--- config.mk ---
export PLATFORM = sky130hd
export DESIGN_NAME = stonyman_controller
export DESIGN_NICKNAME = d
export VERILOG_FILES = /design/src/source/stonyman_pkg.sv /design/src/source/pulse_programmer.sv /design/src/source/init_sequencer.sv /design/src/source/frame_scanner.sv /design/src/source/stonyman_controller.sv
export VERILOG_INCLUDE_DIRS = /design/src /design/src/source
export SDC_FILE = /design/constraint.sdc
export NUM_CORES = 1
export LEC_CHECK = 0
export BUFFER_PORTS_ARGS = -buffer_cell sky130_fd_sc_hd__buf_2
export CORE_UTILIZATION = 55
export CTS_CLUSTER_DIAMETER = 200
export DETAILED_ROUTE_END_ITERATION = 16
export PLACE_DENSITY = 0.78
export SLEW_MARGIN = 20
export SYNTH_ARGS = -nofsm -noshare
export SYNTH_HDL_FRONTEND = slang
export SYNTH_SLANG_ARGS = --single-unit
--- constraint.sdc ---
create_clock -name clk -period 9.2 [get_ports clk]
set_input_delay 1.84 -clock clk [delete_from_list [all_inputs] [get_ports clk]]
set_output_delay 1.84 -clock clk [all_outputs]
set_load 0.02 [all_outputs]
--- src/source/stonyman_cfg.svh ---
`ifndef STONYMAN_CFG_SVH
`define STONYMAN_CFG_SVH

// Pixel array size
`define STONYMAN_ROW_RES    112
`define STONYMAN_COL_RES    112

// Field widths
`define STONYMAN_PIXEL_BITS 7
`define STONYMAN_VALUE_BITS 8
`define STONYMAN_PTR_BITS   3

// Register indices inside the imager
`define STONYMAN_REG_COLSEL 0
`define STONYMAN_REG_ROWSEL 1
`define STONYMAN_REG_VSW    2
`define STONYMAN_REG_HSW    3
`define STONYMAN_REG_VREF   4
`define STONYMAN_REG_CONFIG 5
`define STONYMAN_REG_NBIAS  6
`define STONYMAN_REG_AOBIAS 7

`endif

--- src/source/stonyman_pkg.sv ---
`include "stonyman_cfg.svh"

package stonyman_pkg;

    typedef logic [`STONYMAN_VALUE_BITS-1:0] value_t;
    typedef logic [`STONYMAN_PTR_BITS-1:0]   reg_index_t;

    typedef struct packed {
        logic [`STONYMAN_PIXEL_BITS-1:0] row;
        logic [`STONYMAN_PIXEL_BITS-1:0] col;
    } pixel_addr_t;

    // The four pulse lines of the imager
    typedef struct packed {
        logic resp;
        logic incp;
        logic resv;
        logic incv;
    } chip_pins_t;

    // Bias settings, narrow ones zero-extended
    typedef struct packed {
        value_t vsw;
        value_t hsw;
        value_t vref;
        value_t cfg;
        value_t nbias;
        value_t aobias;
    } bias_settings_t;

    typedef enum logic [1:0] {
        PTR_RESET,
        PTR_SELECT,
        VAL_LOAD,
        VAL_GOTO
    } cmd_kind_e;

    // Value kinds read the whole byte, pointer kinds only the index
    typedef union packed {
        value_t value;
        struct packed {
            logic [`STONYMAN_VALUE_BITS-`STONYMAN_PTR_BITS-1:0] pad;
            reg_index_t                                         index;
        } ptr;
    } cmd_operand_u;

    typedef struct packed {
        cmd_kind_e    kind;
        cmd_operand_u operand;
    } prog_cmd_t;

endpackage

--- src/source/pulse_programmer.sv ---
`timescale 1ns/1ps
`include "stonyman_cfg.svh"

module pulse_programmer (
    input  logic                     clk,
    input  logic                     reset,
    input  stonyman_pkg::prog_cmd_t  init_cmd,
    input  logic                     init_valid,
    input  stonyman_pkg::prog_cmd_t  scan_cmd,
    input  logic                     scan_valid,
    output logic                     init_ready,
    output logic                     scan_ready,
    output stonyman_pkg::chip_pins_t pins
);
    import stonyman_pkg::*;

    typedef enum logic [1:0] {
        ST_IDLE,
        ST_DECIDE,
        ST_HIGH
    } state_e;

    state_e     state;
    logic       grant_init;
    logic       reset_done;
    reg_index_t shadow_ptr;
    value_t     shadow_val [1 << `STONYMAN_PTR_BITS];
    prog_cmd_t  cmd;
    value_t     cur_val;
    chip_pins_t pulse;
    logic       done;

    assign cmd     = grant_init ? init_cmd : scan_cmd;
    assign cur_val = shadow_val[shadow_ptr];

    //////////////////////////////
    // Step selection
    //////////////////////////////

    // Pick the single pulse that moves the shadow closer to the target
    always_comb begin
        pulse = '0;
        done  = 1'b0;
        case (cmd.kind)
            PTR_RESET: begin
                if (!reset_done) pulse.resp = 1'b1;
                else done = 1'b1;
            end
            PTR_SELECT: begin
                if (shadow_ptr < cmd.operand.ptr.index) pulse.incp = 1'b1;
                else if (shadow_ptr > cmd.operand.ptr.index) pulse.resp = 1'b1;
                else done = 1'b1;
            end
            VAL_LOAD: begin
                if (!reset_done) pulse.resv = 1'b1;
                else if (cur_val < cmd.operand.value) pulse.incv = 1'b1;
                else done = 1'b1;
            end
            default: begin
                // Only reset when counting up cannot reach the target
                if (cur_val < cmd.operand.value) pulse.incv = 1'b1;
                else if (cur_val > cmd.operand.value) pulse.resv = 1'b1;
                else done = 1'b1;
            end
        endcase
    end

    assign init_ready = (state == ST_DECIDE) && done && grant_init;
    assign scan_ready = (state == ST_DECIDE) && done && !grant_init;

    //////////////////////////////
    // Pulse timing and shadow
    //////////////////////////////

    always_ff @(posedge clk or posedge reset) begin
        if (reset) begin
            state      <= ST_IDLE;
            grant_init <= 1'b0;
            reset_done <= 1'b0;
            pins       <= '0;
            shadow_ptr <= '0;
            for (int i = 0; i < (1 << `STONYMAN_PTR_BITS); i++) begin
                shadow_val[i] <= '0;
            end
        end else begin
            case (state)
                ST_IDLE: begin
                    // Init peer has priority
                    if (init_valid || scan_valid) begin
                        grant_init <= init_valid;
                        reset_done <= 1'b0;
                        state      <= ST_DECIDE;
                    end
                end
                ST_DECIDE: begin
                    if (done) begin
                        state <= ST_IDLE;
                    end else begin
                        pins  <= pulse;
                        state <= ST_HIGH;
                    end
                end
                ST_HIGH: begin
                    // Pulse ends here, so the chip has now moved
                    pins <= '0;
                    if (pins.resp) shadow_ptr <= '0;
                    if (pins.incp) shadow_ptr <= shadow_ptr + 1'b1;
                    if (pins.resv) shadow_val[shadow_ptr] <= '0;
                    if (pins.incv) shadow_val[shadow_ptr] <= cur_val + 1'b1;
                    if (pins.resp || pins.resv) reset_done <= 1'b1;
                    state <= ST_DECIDE;
                end
                default: begin
                    state <= ST_IDLE;
                end
            endcase
        end
    end

endmodule

--- src/source/init_sequencer.sv ---
`timescale 1ns/1ps
`include "stonyman_cfg.svh"

module init_sequencer (
    input  logic                         clk,
    input  logic                         reset,
    input  stonyman_pkg::bias_settings_t settings,
    input  logic                         init_ready,
    output stonyman_pkg::prog_cmd_t      init_cmd,
    output logic                         init_valid,
    output logic                         init_done
);
    import stonyman_pkg::*;

    // Pointer reset, then a select and load pair per register
    localparam int NUM_STEPS = 17;

    logic [4:0] step;
    logic [2:0] pair;
    reg_index_t sel_index;
    value_t     load_value;

    assign pair = 3'((step - 5'd1) >> 1);

    // Register order of the power-up sequence
    always_comb begin
        case (pair)
            3'd0: begin
                sel_index  = `STONYMAN_PTR_BITS'(`STONYMAN_REG_COLSEL);
                load_value = '0;
            end
            3'd1: begin
                sel_index  = `STONYMAN_PTR_BITS'(`STONYMAN_REG_ROWSEL);
                load_value = '0;
            end
            3'd2: begin
                sel_index  = `STONYMAN_PTR_BITS'(`STONYMAN_REG_VSW);
                load_value = settings.vsw;
            end
            3'd3: begin
                sel_index  = `STONYMAN_PTR_BITS'(`STONYMAN_REG_HSW);
                load_value = settings.hsw;
            end
            3'd4: begin
                sel_index  = `STONYMAN_PTR_BITS'(`STONYMAN_REG_VREF);
                load_value = settings.vref;
            end
            3'd5: begin
                sel_index  = `STONYMAN_PTR_BITS'(`STONYMAN_REG_NBIAS);
                load_value = settings.nbias;
            end
            3'd6: begin
                sel_index  = `STONYMAN_PTR_BITS'(`STONYMAN_REG_AOBIAS);
                load_value = settings.aobias;
            end
            default: begin
                sel_index  = `STONYMAN_PTR_BITS'(`STONYMAN_REG_CONFIG);
                load_value = settings.cfg;
            end
        endcase
    end

    always_comb begin
        init_cmd = '0;
        if (step == 5'd0) begin
            init_cmd.kind = PTR_RESET;
        end else if (step[0]) begin
            init_cmd.kind                = PTR_SELECT;
            init_cmd.operand.ptr.index   = sel_index;
        end else begin
            init_cmd.kind          = VAL_LOAD;
            init_cmd.operand.value = load_value;
        end
    end

    assign init_valid = !init_done;

    always_ff @(posedge clk or posedge reset) begin
        if (reset) begin
            step      <= '0;
            init_done <= 1'b0;
        end else if (init_ready) begin
            step <= step + 5'd1;
            if (step == 5'(NUM_STEPS - 1)) init_done <= 1'b1;
        end
    end

endmodule

--- src/source/frame_scanner.sv ---
`timescale 1ns/1ps
`include "stonyman_cfg.svh"

module frame_scanner (
    input  logic                      clk,
    input  logic                      reset,
    input  logic                      init_done,
    input  logic                      frame_capture_start,
    input  logic                      mask_capture_pixel,
    input  logic                      adc_capture_done,
    input  logic                      scan_ready,
    output stonyman_pkg::prog_cmd_t   scan_cmd,
    output logic                      scan_valid,
    output stonyman_pkg::pixel_addr_t mask_addr,
    output logic                      adc_capture_start,
    output logic                      frame_capture_done,
    output logic                      controller_busy
);
    import stonyman_pkg::*;

    localparam logic [`STONYMAN_PIXEL_BITS-1:0] LAST_ROW =
        `STONYMAN_PIXEL_BITS'(`STONYMAN_ROW_RES - 1);
    localparam logic [`STONYMAN_PIXEL_BITS-1:0] LAST_COL =
        `STONYMAN_PIXEL_BITS'(`STONYMAN_COL_RES - 1);

    typedef enum logic [2:0] {
        ST_IDLE,
        ST_ROW_PTR,
        ST_ROW_VAL,
        ST_COL_PTR,
        ST_COL_VAL,
        ST_MASK,
        ST_ADC_WAIT
    } state_e;

    state_e state;
    logic   advance;

    // Pixel finished, skipped by the mask or read by the ADC
    assign advance = ((state == ST_MASK) && !mask_capture_pixel) ||
                     ((state == ST_ADC_WAIT) && adc_capture_done);

    assign controller_busy = !init_done || (state != ST_IDLE);

    always_comb begin
        scan_cmd   = '0;
        scan_valid = 1'b1;
        case (state)
            ST_ROW_PTR: begin
                scan_cmd.kind              = PTR_SELECT;
                scan_cmd.operand.ptr.index = `STONYMAN_PTR_BITS'(`STONYMAN_REG_ROWSEL);
            end
            ST_ROW_VAL: begin
                scan_cmd.kind          = VAL_GOTO;
                scan_cmd.operand.value = value_t'(mask_addr.row);
            end
            ST_COL_PTR: begin
                scan_cmd.kind              = PTR_SELECT;
                scan_cmd.operand.ptr.index = `STONYMAN_PTR_BITS'(`STONYMAN_REG_COLSEL);
            end
            ST_COL_VAL: begin
                scan_cmd.kind          = VAL_GOTO;
                scan_cmd.operand.value = value_t'(mask_addr.col);
            end
            default: scan_valid = 1'b0;
        endcase
    end

    always_ff @(posedge clk or posedge reset) begin
        if (reset) begin
            state              <= ST_IDLE;
            mask_addr          <= '0;
            adc_capture_start  <= 1'b0;
            frame_capture_done <= 1'b0;
        end else begin
            adc_capture_start  <= 1'b0;
            frame_capture_done <= 1'b0;
            case (state)
                ST_IDLE: begin
                    if (frame_capture_start && init_done) begin
                        mask_addr <= '0;
                        state     <= ST_ROW_PTR;
                    end
                end
                ST_ROW_PTR: if (scan_ready) state <= ST_ROW_VAL;
                ST_ROW_VAL: if (scan_ready) state <= ST_COL_PTR;
                ST_COL_PTR: if (scan_ready) state <= ST_COL_VAL;
                ST_COL_VAL: if (scan_ready) state <= ST_MASK;
                ST_MASK: begin
                    if (mask_capture_pixel) begin
                        adc_capture_start <= 1'b1;
                        state             <= ST_ADC_WAIT;
                    end
                end
                // Held here until the ADC reports done
                ST_ADC_WAIT: state <= ST_ADC_WAIT;
                default: state <= ST_IDLE;
            endcase

            //////////////////////////////
            // Next pixel
            //////////////////////////////
            if (advance) begin
                if (mask_addr.col != LAST_COL) begin
                    // Same row, only the column moves
                    mask_addr.col <= mask_addr.col + 1'b1;
                    state         <= ST_COL_VAL;
                end else if (mask_addr.row != LAST_ROW) begin
                    mask_addr.row <= mask_addr.row + 1'b1;
                    mask_addr.col <= '0;
                    state         <= ST_ROW_PTR;
                end else begin
                    mask_addr          <= '0;
                    frame_capture_done <= 1'b1;
                    state              <= ST_IDLE;
                end
            end
        end
    end

endmodule

--- src/source/stonyman_controller.sv ---
`timescale 1ns/1ps

module stonyman_controller (
    input  logic                         clk,
    input  logic                         reset,
    input  logic                         frame_capture_start,
    input  logic                         adc_capture_done,
    input  logic                         mask_capture_pixel,
    input  stonyman_pkg::bias_settings_t settings,
    output logic                         controller_busy,
    output logic                         frame_capture_done,
    output logic                         adc_capture_start,
    output stonyman_pkg::chip_pins_t     pins,
    output stonyman_pkg::pixel_addr_t    mask_addr
);
    import stonyman_pkg::*;

    // Command channels into the shared programmer
    prog_cmd_t init_cmd;
    logic      init_valid;
    logic      init_ready;
    prog_cmd_t scan_cmd;
    logic      scan_valid;
    logic      scan_ready;
    logic      init_done;

    pulse_programmer programmer_i (
        .clk        (clk),
        .reset      (reset),
        .init_cmd   (init_cmd),
        .init_valid (init_valid),
        .scan_cmd   (scan_cmd),
        .scan_valid (scan_valid),
        .init_ready (init_ready),
        .scan_ready (scan_ready),
        .pins       (pins)
    );

    init_sequencer init_i (
        .clk        (clk),
        .reset      (reset),
        .settings   (settings),
        .init_ready (init_ready),
        .init_cmd   (init_cmd),
        .init_valid (init_valid),
        .init_done  (init_done)
    );

    frame_scanner scanner_i (
        .clk                 (clk),
        .reset               (reset),
        .init_done           (init_done),
        .frame_capture_start (frame_capture_start),
        .mask_capture_pixel  (mask_capture_pixel),
        .adc_capture_done    (adc_capture_done),
        .scan_ready          (scan_ready),
        .scan_cmd            (scan_cmd),
        .scan_valid          (scan_valid),
        .mask_addr           (mask_addr),
        .adc_capture_start   (adc_capture_start),
        .frame_capture_done  (frame_capture_done),
        .controller_busy     (controller_busy)
    );

endmodule

# [After elaboration in Yosys (flattened, before gate mapping)]
# Cells that the tools add are included.
[op_classes] add_sub_neg=6 magnitude_cmp=6 n_eq_ne=28 n_mux=71 n_bitwise=3 reduce_logical=37
[ops] cell="64-bit 2-to-1 mux" n=3
[ops] cell="64-bit AND" n=1
[ops] cell="64-bit bitwise mux" n=1
[ops] cell="64-bit inverter" n=1
[ops] cell="14-bit 2-to-1 mux" n=4
[ops] cell="8-bit case mux with 6 select lines" n=1
[ops] cell="3-bit case mux with 7 select lines" n=2
[ops] cell="3-bit 2-to-1 mux" n=11
[ops] cell="8-bit 2-to-1 mux" n=4
[ops] cell="1-bit 2-to-1 mux" n=25
[ops] cell="8-bit binary-select mux with 3-bit select" n=1
[ops] cell="8-bit demux with 3-bit select" n=1
[ops] cell="3-bit equality test (second input constant)" n=6
[ops] cell="4-bit case mux with 2 select lines" n=2
[ops] cell="3-bit by 2-bit inequality test with 1-bit output (second input constant)" n=5
[ops] cell="7-bit by 1-bit adder with 7-bit output (second input constant)" n=2
[ops] cell="7-bit 2-to-1 mux" n=2
[ops] cell="7-bit inequality test (second input constant)" n=2
[ops] cell="3-bit by 2-bit equality test with 1-bit output (second input constant)" n=4
[ops] cell="10-bit 2-to-1 mux" n=1
[ops] cell="2-bit AND reduction" n=5
[ops] cell="2-bit nonzero test" n=5
[ops] cell="3-bit case mux with 3 select lines" n=1
[ops] cell="8-bit by 1-bit adder with 8-bit output (second input constant)" n=1
[ops] cell="other kinds (35)" n=60
[word_totals] regBits=100 inputBits=53 out_inout_bits=21 wordCells=174

# [Depth between registers and ports, before layout]
[depth] word_depth=16 mapped_depth=22 ltp_nobuf=19

# [Modules after synthesis]
# Synthesis repeated with hierarchy kept, for this count alone.
[unflattened] hier_cells=626 area_unflattened_um2=6110.9
[by_module_without_submodules] mod="pulse_programmer" instances=1 cells_per_inst=358 area_per_inst_um2=3951.3 seq_area_each_um2=1876.8
[by_module_without_submodules] mod="frame_scanner" instances=1 cells_per_inst=133 area_per_inst_um2=1217.4 seq_area_each_um2=475.5
[by_module_without_submodules] mod="init_sequencer" instances=1 cells_per_inst=135 area_per_inst_um2=942.2 seq_area_each_um2=150.1

# [Least setup slack after synthesis]
# OpenSTA, ideal clock, no wires.
[synth_timing] kind="input to register" from="input port settings[1] in the netlist's numbering" to="register init_i.step[3]" setup_ps=125 t_arrival_ps=4274 required_ps=9075 path_slack_ps=4801 cell_stages=16 path_cell_list="mux2i_1 a21oi_1 a21oi_1 nor3_1 a31oi_1 o22a_1 ha_1 nand2_1 a21oi_1 nand2_1 a211o_1 a211oi_2 and4_1 buf_2 nand4_1 xnor2_1"
[synth_via] elab_chain_cells=10 elab_cells_between_ends=17 classes_between="order compare (4); mux (11); reduce/logical (2)"
[synth_rtl] element="from (decl)" line_no="stonyman_controller.sv:9" rtl="input stonyman_pkg::bias_settings_t settings,"
[synth_rtl] element="8-bit case mux with 6 select lines *" line_no="init_sequencer.sv:27" rtl="case (pair)"
[synth_rtl] element="3-bit 2-to-1 mux *" line_no="init_sequencer.sv:67" rtl="end else if (step[0]) begin"
[synth_rtl] element="8-bit 2-to-1 mux *" line_no="init_sequencer.sv:65" rtl="if (step == 5'd0) begin"
[synth_rtl] element="10-bit 2-to-1 mux *" line_no="pulse_programmer.sv:33" rtl="assign cmd = grant_init ? init_cmd : scan_cmd;"
[synth_rtl] element="8-bit greater-than comparator (tied with other cells)" line_no="pulse_programmer.sv:62" rtl="else if (cur_val > cmd.operand.value) pulse.resv = 1'b1;"
[synth_rtl] element="1-bit 2-to-1 mux, on equally long branches" line_no="pulse_programmer.sv:62, pulse_programmer.sv:51, pulse_programmer.sv:56"
[synth_rtl] element="1-bit 2-to-1 mux, on equally long branches" line_no="pulse_programmer.sv:61, pulse_programmer.sv:50, pulse_programmer.sv:55"
[synth_rtl] element="1-bit case mux with 3 select lines *" line_no="pulse_programmer.sv:44" rtl="case (cmd.kind)"
[synth_rtl] element="1-bit logical AND * (2 in a row)" line_no="pulse_programmer.sv:68" rtl="assign init_ready = (state == ST_DECIDE) && done && grant_init;"
[synth_rtl] element="to (signal assigned)" line_no="init_sequencer.sv:83" rtl="step <= step + 5'd1;"
[synth_rtl] element="to (decl)" line_no="init_sequencer.sv:18" rtl="logic [4:0] step;"
# Mark *: on every way between the ends. The rest lies on a longest branch, timed or not.
# A chain may end at the register's enable or synchronous reset.

# [Final worst setup path]
[layout_timing] from="register init_i.step[0]" to="register init_i.step[3]"
[layout_via] elab_chain_cells=13 elab_cells_between_ends=35 classes_between="add/sub (2); order compare (4); eq/ne (8); mux (15); reduce/logical (6)"
[layout_rtl] element="4-bit by 1-bit subtractor with 4-bit output" line_no="init_sequencer.sv:23" rtl="assign pair = 3'((step - 5'd1) >> 1);"
[layout_rtl] element="3-bit by 1-bit equality test with 1-bit output or 3-bit logical NOT (tied branches)" line_no="init_sequencer.sv:27"
[layout_rtl] element="2-bit OR reduction (no line)"
[layout_rtl] element="8-bit case mux with 6 select lines" line_no="init_sequencer.sv:27"
[layout_rtl] element="3-bit 2-to-1 mux or 5-bit 2-to-1 mux (tied branches)" line_no="init_sequencer.sv:67"
[layout_rtl] element="8-bit 2-to-1 mux" line_no="init_sequencer.sv:65"
[layout_rtl] element="10-bit 2-to-1 mux" line_no="pulse_programmer.sv:33"
[layout_rtl] element="8-bit greater-than comparator (tied with other cells)" line_no="pulse_programmer.sv:62"
[layout_rtl] element="1-bit 2-to-1 mux, on equally long branches" line_no="pulse_programmer.sv:62, pulse_programmer.sv:51, pulse_programmer.sv:56"
[layout_rtl] element="1-bit 2-to-1 mux, on equally long branches" line_no="pulse_programmer.sv:61, pulse_programmer.sv:50, pulse_programmer.sv:55"
[layout_rtl] element="1-bit case mux with 3 select lines" line_no="pulse_programmer.sv:44"
[layout_rtl] element="1-bit logical AND (2 in a row)" line_no="pulse_programmer.sv:68"
# Parallel ways exist; a longest one is shown, timed or not.

==> impl_metrics.toml <==
[yosys]
synth_edf_count = 0
synthesis.area_um2 = 6050
syn-num-nets = 758
syn_avg_cell_area_um2 = 8.82
yosys_most_used_dff = "sky130_fd_sc_hd__dfrtp_1"
ys_ff_latch = 100
syn-instance-count = 686
netlist-cell-type-count = 65
yosysSeqAreaShare_pct = 41.3
fraction_of_synthesis_flops_using_an_asynchronous_set_or_reset_pin_pct = 100
synth_warnings = 0

[grt]
gr_util_all_layers_pct = 31.0
globalRoute.busiestLayer = "met2"
grt_overflow_total = 0
grt_antenna_before_repair = 0
grt_util_met3_pct = 5.65
grtUsageMet2_pct = 51.1
grt_pass1_vias = 5494
grt_start_max_net_pins = 72
grt_first_pass_wirelength_um = 27400
grtUsageMet1_pct = 38.7

[layout]
leading_cell_types_in_the_layout_fill_and_taps_excluded = "sky130_fd_sc_hd__nand2_1 (114), sky130_fd_sc_hd__dfrtp_1 (100), sky130_fd_sc_hd__o21ai_0 (83), sky130_fd_sc_hd__buf_2 (73), sky130_fd_sc_hd__nor2_1 (37)"
final_layout_size_suffix_gt1_share_pct = 16.4
area.growth.synth_to_final_pct = 10.9
finalCoreUtilization_pct = 63.9
final_net_count = 813
count_of_inserted_antenna_diode_cells = 0
final_common_cell = "sky130_fd_sc_hd__nand2_1"
layout.cell_area.non_filler_um2 = 6710

[timing]
setup_viol = 0
layout_worst_path_cycle_share_pct = 54.5
hold_vio_cnt_final = 0
pin_slew_with_the_least_headroom_to_its_limit_ns = 0.889
fmaxAchievable_mhz = 200
grt_setup_unrepaired = "no"
post-route-worst-setup-slack_ns = 4.19
clock_skew_ns = 0.0101
max_slew_margin_pct = 40.7
timing.final.max_slew_violations = 0
period_needed_ns = 5.01
setup_tns_ns = 0

[power_and_ir_drop]
ir_drop_mv = 0.140
power_density_nw_per_um2 = 312
design_power_total_mw = 2.09
power_leakage_nw = 3.01

[critical_path]
worst_ep_required_time_ns = 9.44
cp_common_cell = "sky130_fd_sc_hd__a21oi_1"
cp_num_buf_inv = 2
reg2reg_depth = 17
cell_with_the_largest_stage_delay_on_the_worst_path = "sky130_fd_sc_hd__ha_1"
cp_data_arrival_time_ns = 5.26
cp-end-kind = "flip-flop"
timing.critical_path.fanout_max = 28
worst-path-stages = 17
cp-start-kind = "flip-flop"
worst_path_largest_cell_delay_ns = 0.89
critPathTopFamily = "compound AO/OA/AOI/OAI gates"
path_cells = "inv_1 > ha_1 > inv_1 > mux2_2 > a21oi_1 > o211ai_1 > a21oi_1 > o22ai_1 > ha_1 > nand2_1 > a21oi_1 > nand2_1 > a211o_1 > a211oi_2 > and4_1 > nand4_1 > xnor2_1"
worstSetupPathType = "reg2reg"

[die]
rows = 37
die_outline_area_um2 = 11400
core_region_area_um2 = 10500
fp.dieH_um = 107
fp.dieW_um = 107
initial_utilization_pct = 57.6
ioPinCount = 74

[clock_network]
clock_insertion_delay_worst_skew_ns = 0.38
hold_buffers_post_cts = 0
post_cts_buffers = 0
cts_htree_levels = 3
cts-buffers-inserted = 9
cts_root_buffer = "sky130_fd_sc_hd__clkbuf_8"
clk_pin_slew_worst_paths_ns = 0.11
clock-sinks = 100
post_cts_resize_count = 0
cts-root-to-sink-buffers = 2
cts_tree = "done"

[route]
drt-total-wl_um = 16800
detailroute.via_count = 5665
drt_first_pass_iters = 5
wl_per_cell_um = 19.1
drt_iter0_markers = 468
antenna_left = 0
routed_via_density = 6.42
drc = 0

[job]
drv.max_cap_violation_count = 0

[placement]
place_hpwl_um = 11900
detailedPlace.worstSlack_ns = 4.28
placement.io_buffers = 73
gp_congestion = 0.909
detailed_place.area_um2 = 6480

[worst_hold_path]
hold_path_class = "reg2reg"
whs_path_depth = 2

[status]
run_status = "completed"
-- per-stage QoR --
step | std cells | hold WS (ns)
2_1_floorplan | 686 | 0.443
3_3_place_gp | 866 | 0.456
3_5_place_dp | 866 | 0.469
4_1_cts | 882 | 0.495
5_1_grt | 882 | 0.508
6_report | 882 | 0.493
-- cells by family (layout without fill, tap and decap cells) --
logic type / Yosys count / after routing / synth area share (%)
simple gates: 242 / 242 / 18.6
compound gates: 216 / 216 / 22.5
flops: 100 / 100 / 41.3
buf+inv: 54 / 114 / 3.56
mux: 39 / 39 / 7.61
fa+ha+maj: 20 / 20 / 4.09
xor+xnor: 15 / 15 / 2.29
-- report_power, final --
group	switching (mW)	total, mW	leakage, nW	internal, mW
Sequential	0.0884	0.599	1.36	0.511
Combinational	0.707	1.18	1.53	0.470
Clock	0.180	0.316	0.113	0.136
Total	0.975	2.09	3.01	1.12
-- cell type report --
type                            count  area, um^2
Sequential cell                   100        2500
Multi-Input combinational cell    532        3340
Fill cell                         889        3800
Tap cell                          136         170
Clock inverter                      7         103
Clock buffer                        9         124
Timing Repair Buffer               77         395
Inverter                           21        81.3
-- tightest hold or removal path, cell delays in order, from the launching register on --
cell and delay (ns):
sky130_fd_sc_hd__dfrtp_1 0.36, sky130_fd_sc_hd__nand2_1 0.04, sky130_fd_sc_hd__o21ai_0 0.06
-- state kept, by name, indices dropped and copies added, names as in the netlist --
| signal | count |
|---|---|
| init_i.init_done | 1 |
| init_i.step | 5 |
| programmer_i.grant_init | 1 |
| programmer_i.pins | 4 |
| programmer_i.reset_done | 1 |
| programmer_i.shadow_ptr | 3 |
| programmer_i.shadow_val | 64 |
| programmer_i.state | 2 |
| scanner_i.adc_capture_start | 1 |
| scanner_i.frame_capture_done | 1 |
| scanner_i.mask_addr | 14 |
| scanner_i.state | 3 |
-- routing by layer --
layer	vias to the layer above	share of wire, %	wire (um)
met5	-	0	0
met1	2716	40	6660
met2	297	48	8140
li1	2595	-	-
met3	57	8.0	1350
met4	0	4.0	667
-- cells in the mapped netlist, types with 3 or more instances --
| master | number | area share (%) |
|---|---|---|
| sky130_fd_sc_hd__nand2_1 | 114 | 7.1 |
| sky130_fd_sc_hd__nand2b_1 | 10 | 1.0 |
| sky130_fd_sc_hd__a221oi_1 | 4 | 0.58 |
| sky130_fd_sc_hd__or2_2 | 4 | 0.41 |
| sky130_fd_sc_hd__buf_2 | 10 | 0.83 |
| sky130_fd_sc_hd__nand3_1 | 26 | 2.1 |
| sky130_fd_sc_hd__mux2i_1 | 19 | 3.1 |
| sky130_fd_sc_hd__o21ai_0 | 83 | 6.9 |
| sky130_fd_sc_hd__dfrtp_1 | 100 | 41 |
| sky130_fd_sc_hd__xnor2_1 | 10 | 1.4 |
| sky130_fd_sc_hd__nand3b_1 | 3 | 0.37 |
| sky130_fd_sc_hd__o22a_1 | 6 | 0.87 |
| sky130_fd_sc_hd__clkbuf_1 | 19 | 1.2 |
| sky130_fd_sc_hd__a221o_1 | 5 | 0.83 |
| sky130_fd_sc_hd__a21oi_1 | 29 | 2.4 |
| sky130_fd_sc_hd__a211o_1 | 3 | 0.43 |
| sky130_fd_sc_hd__and3_1 | 6 | 0.62 |
| sky130_fd_sc_hd__ha_1 | 19 | 3.9 |
| sky130_fd_sc_hd__a21o_1 | 4 | 0.50 |
| sky130_fd_sc_hd__nor2_1 | 37 | 2.3 |
| sky130_fd_sc_hd__o211ai_1 | 4 | 0.50 |
| sky130_fd_sc_hd__nor3_1 | 11 | 0.91 |
| sky130_fd_sc_hd__a211oi_1 | 3 | 0.37 |
| sky130_fd_sc_hd__o21ai_1 | 23 | 1.9 |
| sky130_fd_sc_hd__a32o_1 | 5 | 0.83 |
| sky130_fd_sc_hd__a22o_1 | 9 | 1.3 |
| sky130_fd_sc_hd__nand4_1 | 5 | 0.52 |
| sky130_fd_sc_hd__mux4_2 | 4 | 1.5 |
| sky130_fd_sc_hd__buf_1 | 4 | 0.25 |
| sky130_fd_sc_hd__inv_1 | 19 | 1.2 |
| sky130_fd_sc_hd__a22oi_1 | 3 | 0.37 |
| sky130_fd_sc_hd__xor2_1 | 4 | 0.58 |
| sky130_fd_sc_hd__mux2_1 | 4 | 0.74 |
| sky130_fd_sc_hd__a32oi_1 | 6 | 0.87 |
| sky130_fd_sc_hd__mux2_2 | 12 | 2.2 |
| sky130_fd_sc_hd__a31oi_1 | 6 | 0.62 |
| sky130_fd_sc_hd__nor2b_1 | 10 | 1.0 |
| sky130_fd_sc_hd__o31ai_1 | 10 | 1.2 |
-- path summary, 6_finish.rpt --
| kind | slack, ns | startpoint | endpoint |
|---|---|---|---|
| setup / recovery | 4.19 | init_i.step[0]$_DFFE_PP0P_ | init_i.step[3]$_DFFE_PP0P_ |
| hold / removal | 0.49 | programmer_i.shadow_val[29]$_DFFE_PP0P_ | programmer_i.shadow_val[29]$_DFFE_PP0P_ |
| setup reg to reg | 4.19 | init_i.step[0]$_DFFE_PP0P_ | init_i.step[3]$_DFFE_PP0P_ |
| hold reg to reg | 0.49 | programmer_i.shadow_val[29]$_DFFE_PP0P_ | programmer_i.shadow_val[29]$_DFFE_PP0P_ |
| max in group asynchronous | 6.54 | reset | programmer_i.state[1]$_DFFE_PP0N_ |
| min in group asynchronous | 1.45 | reset | init_i.step[1]$_DFFE_PP0P_ |
No activity file was read; power rests on OpenSTA's default activity.
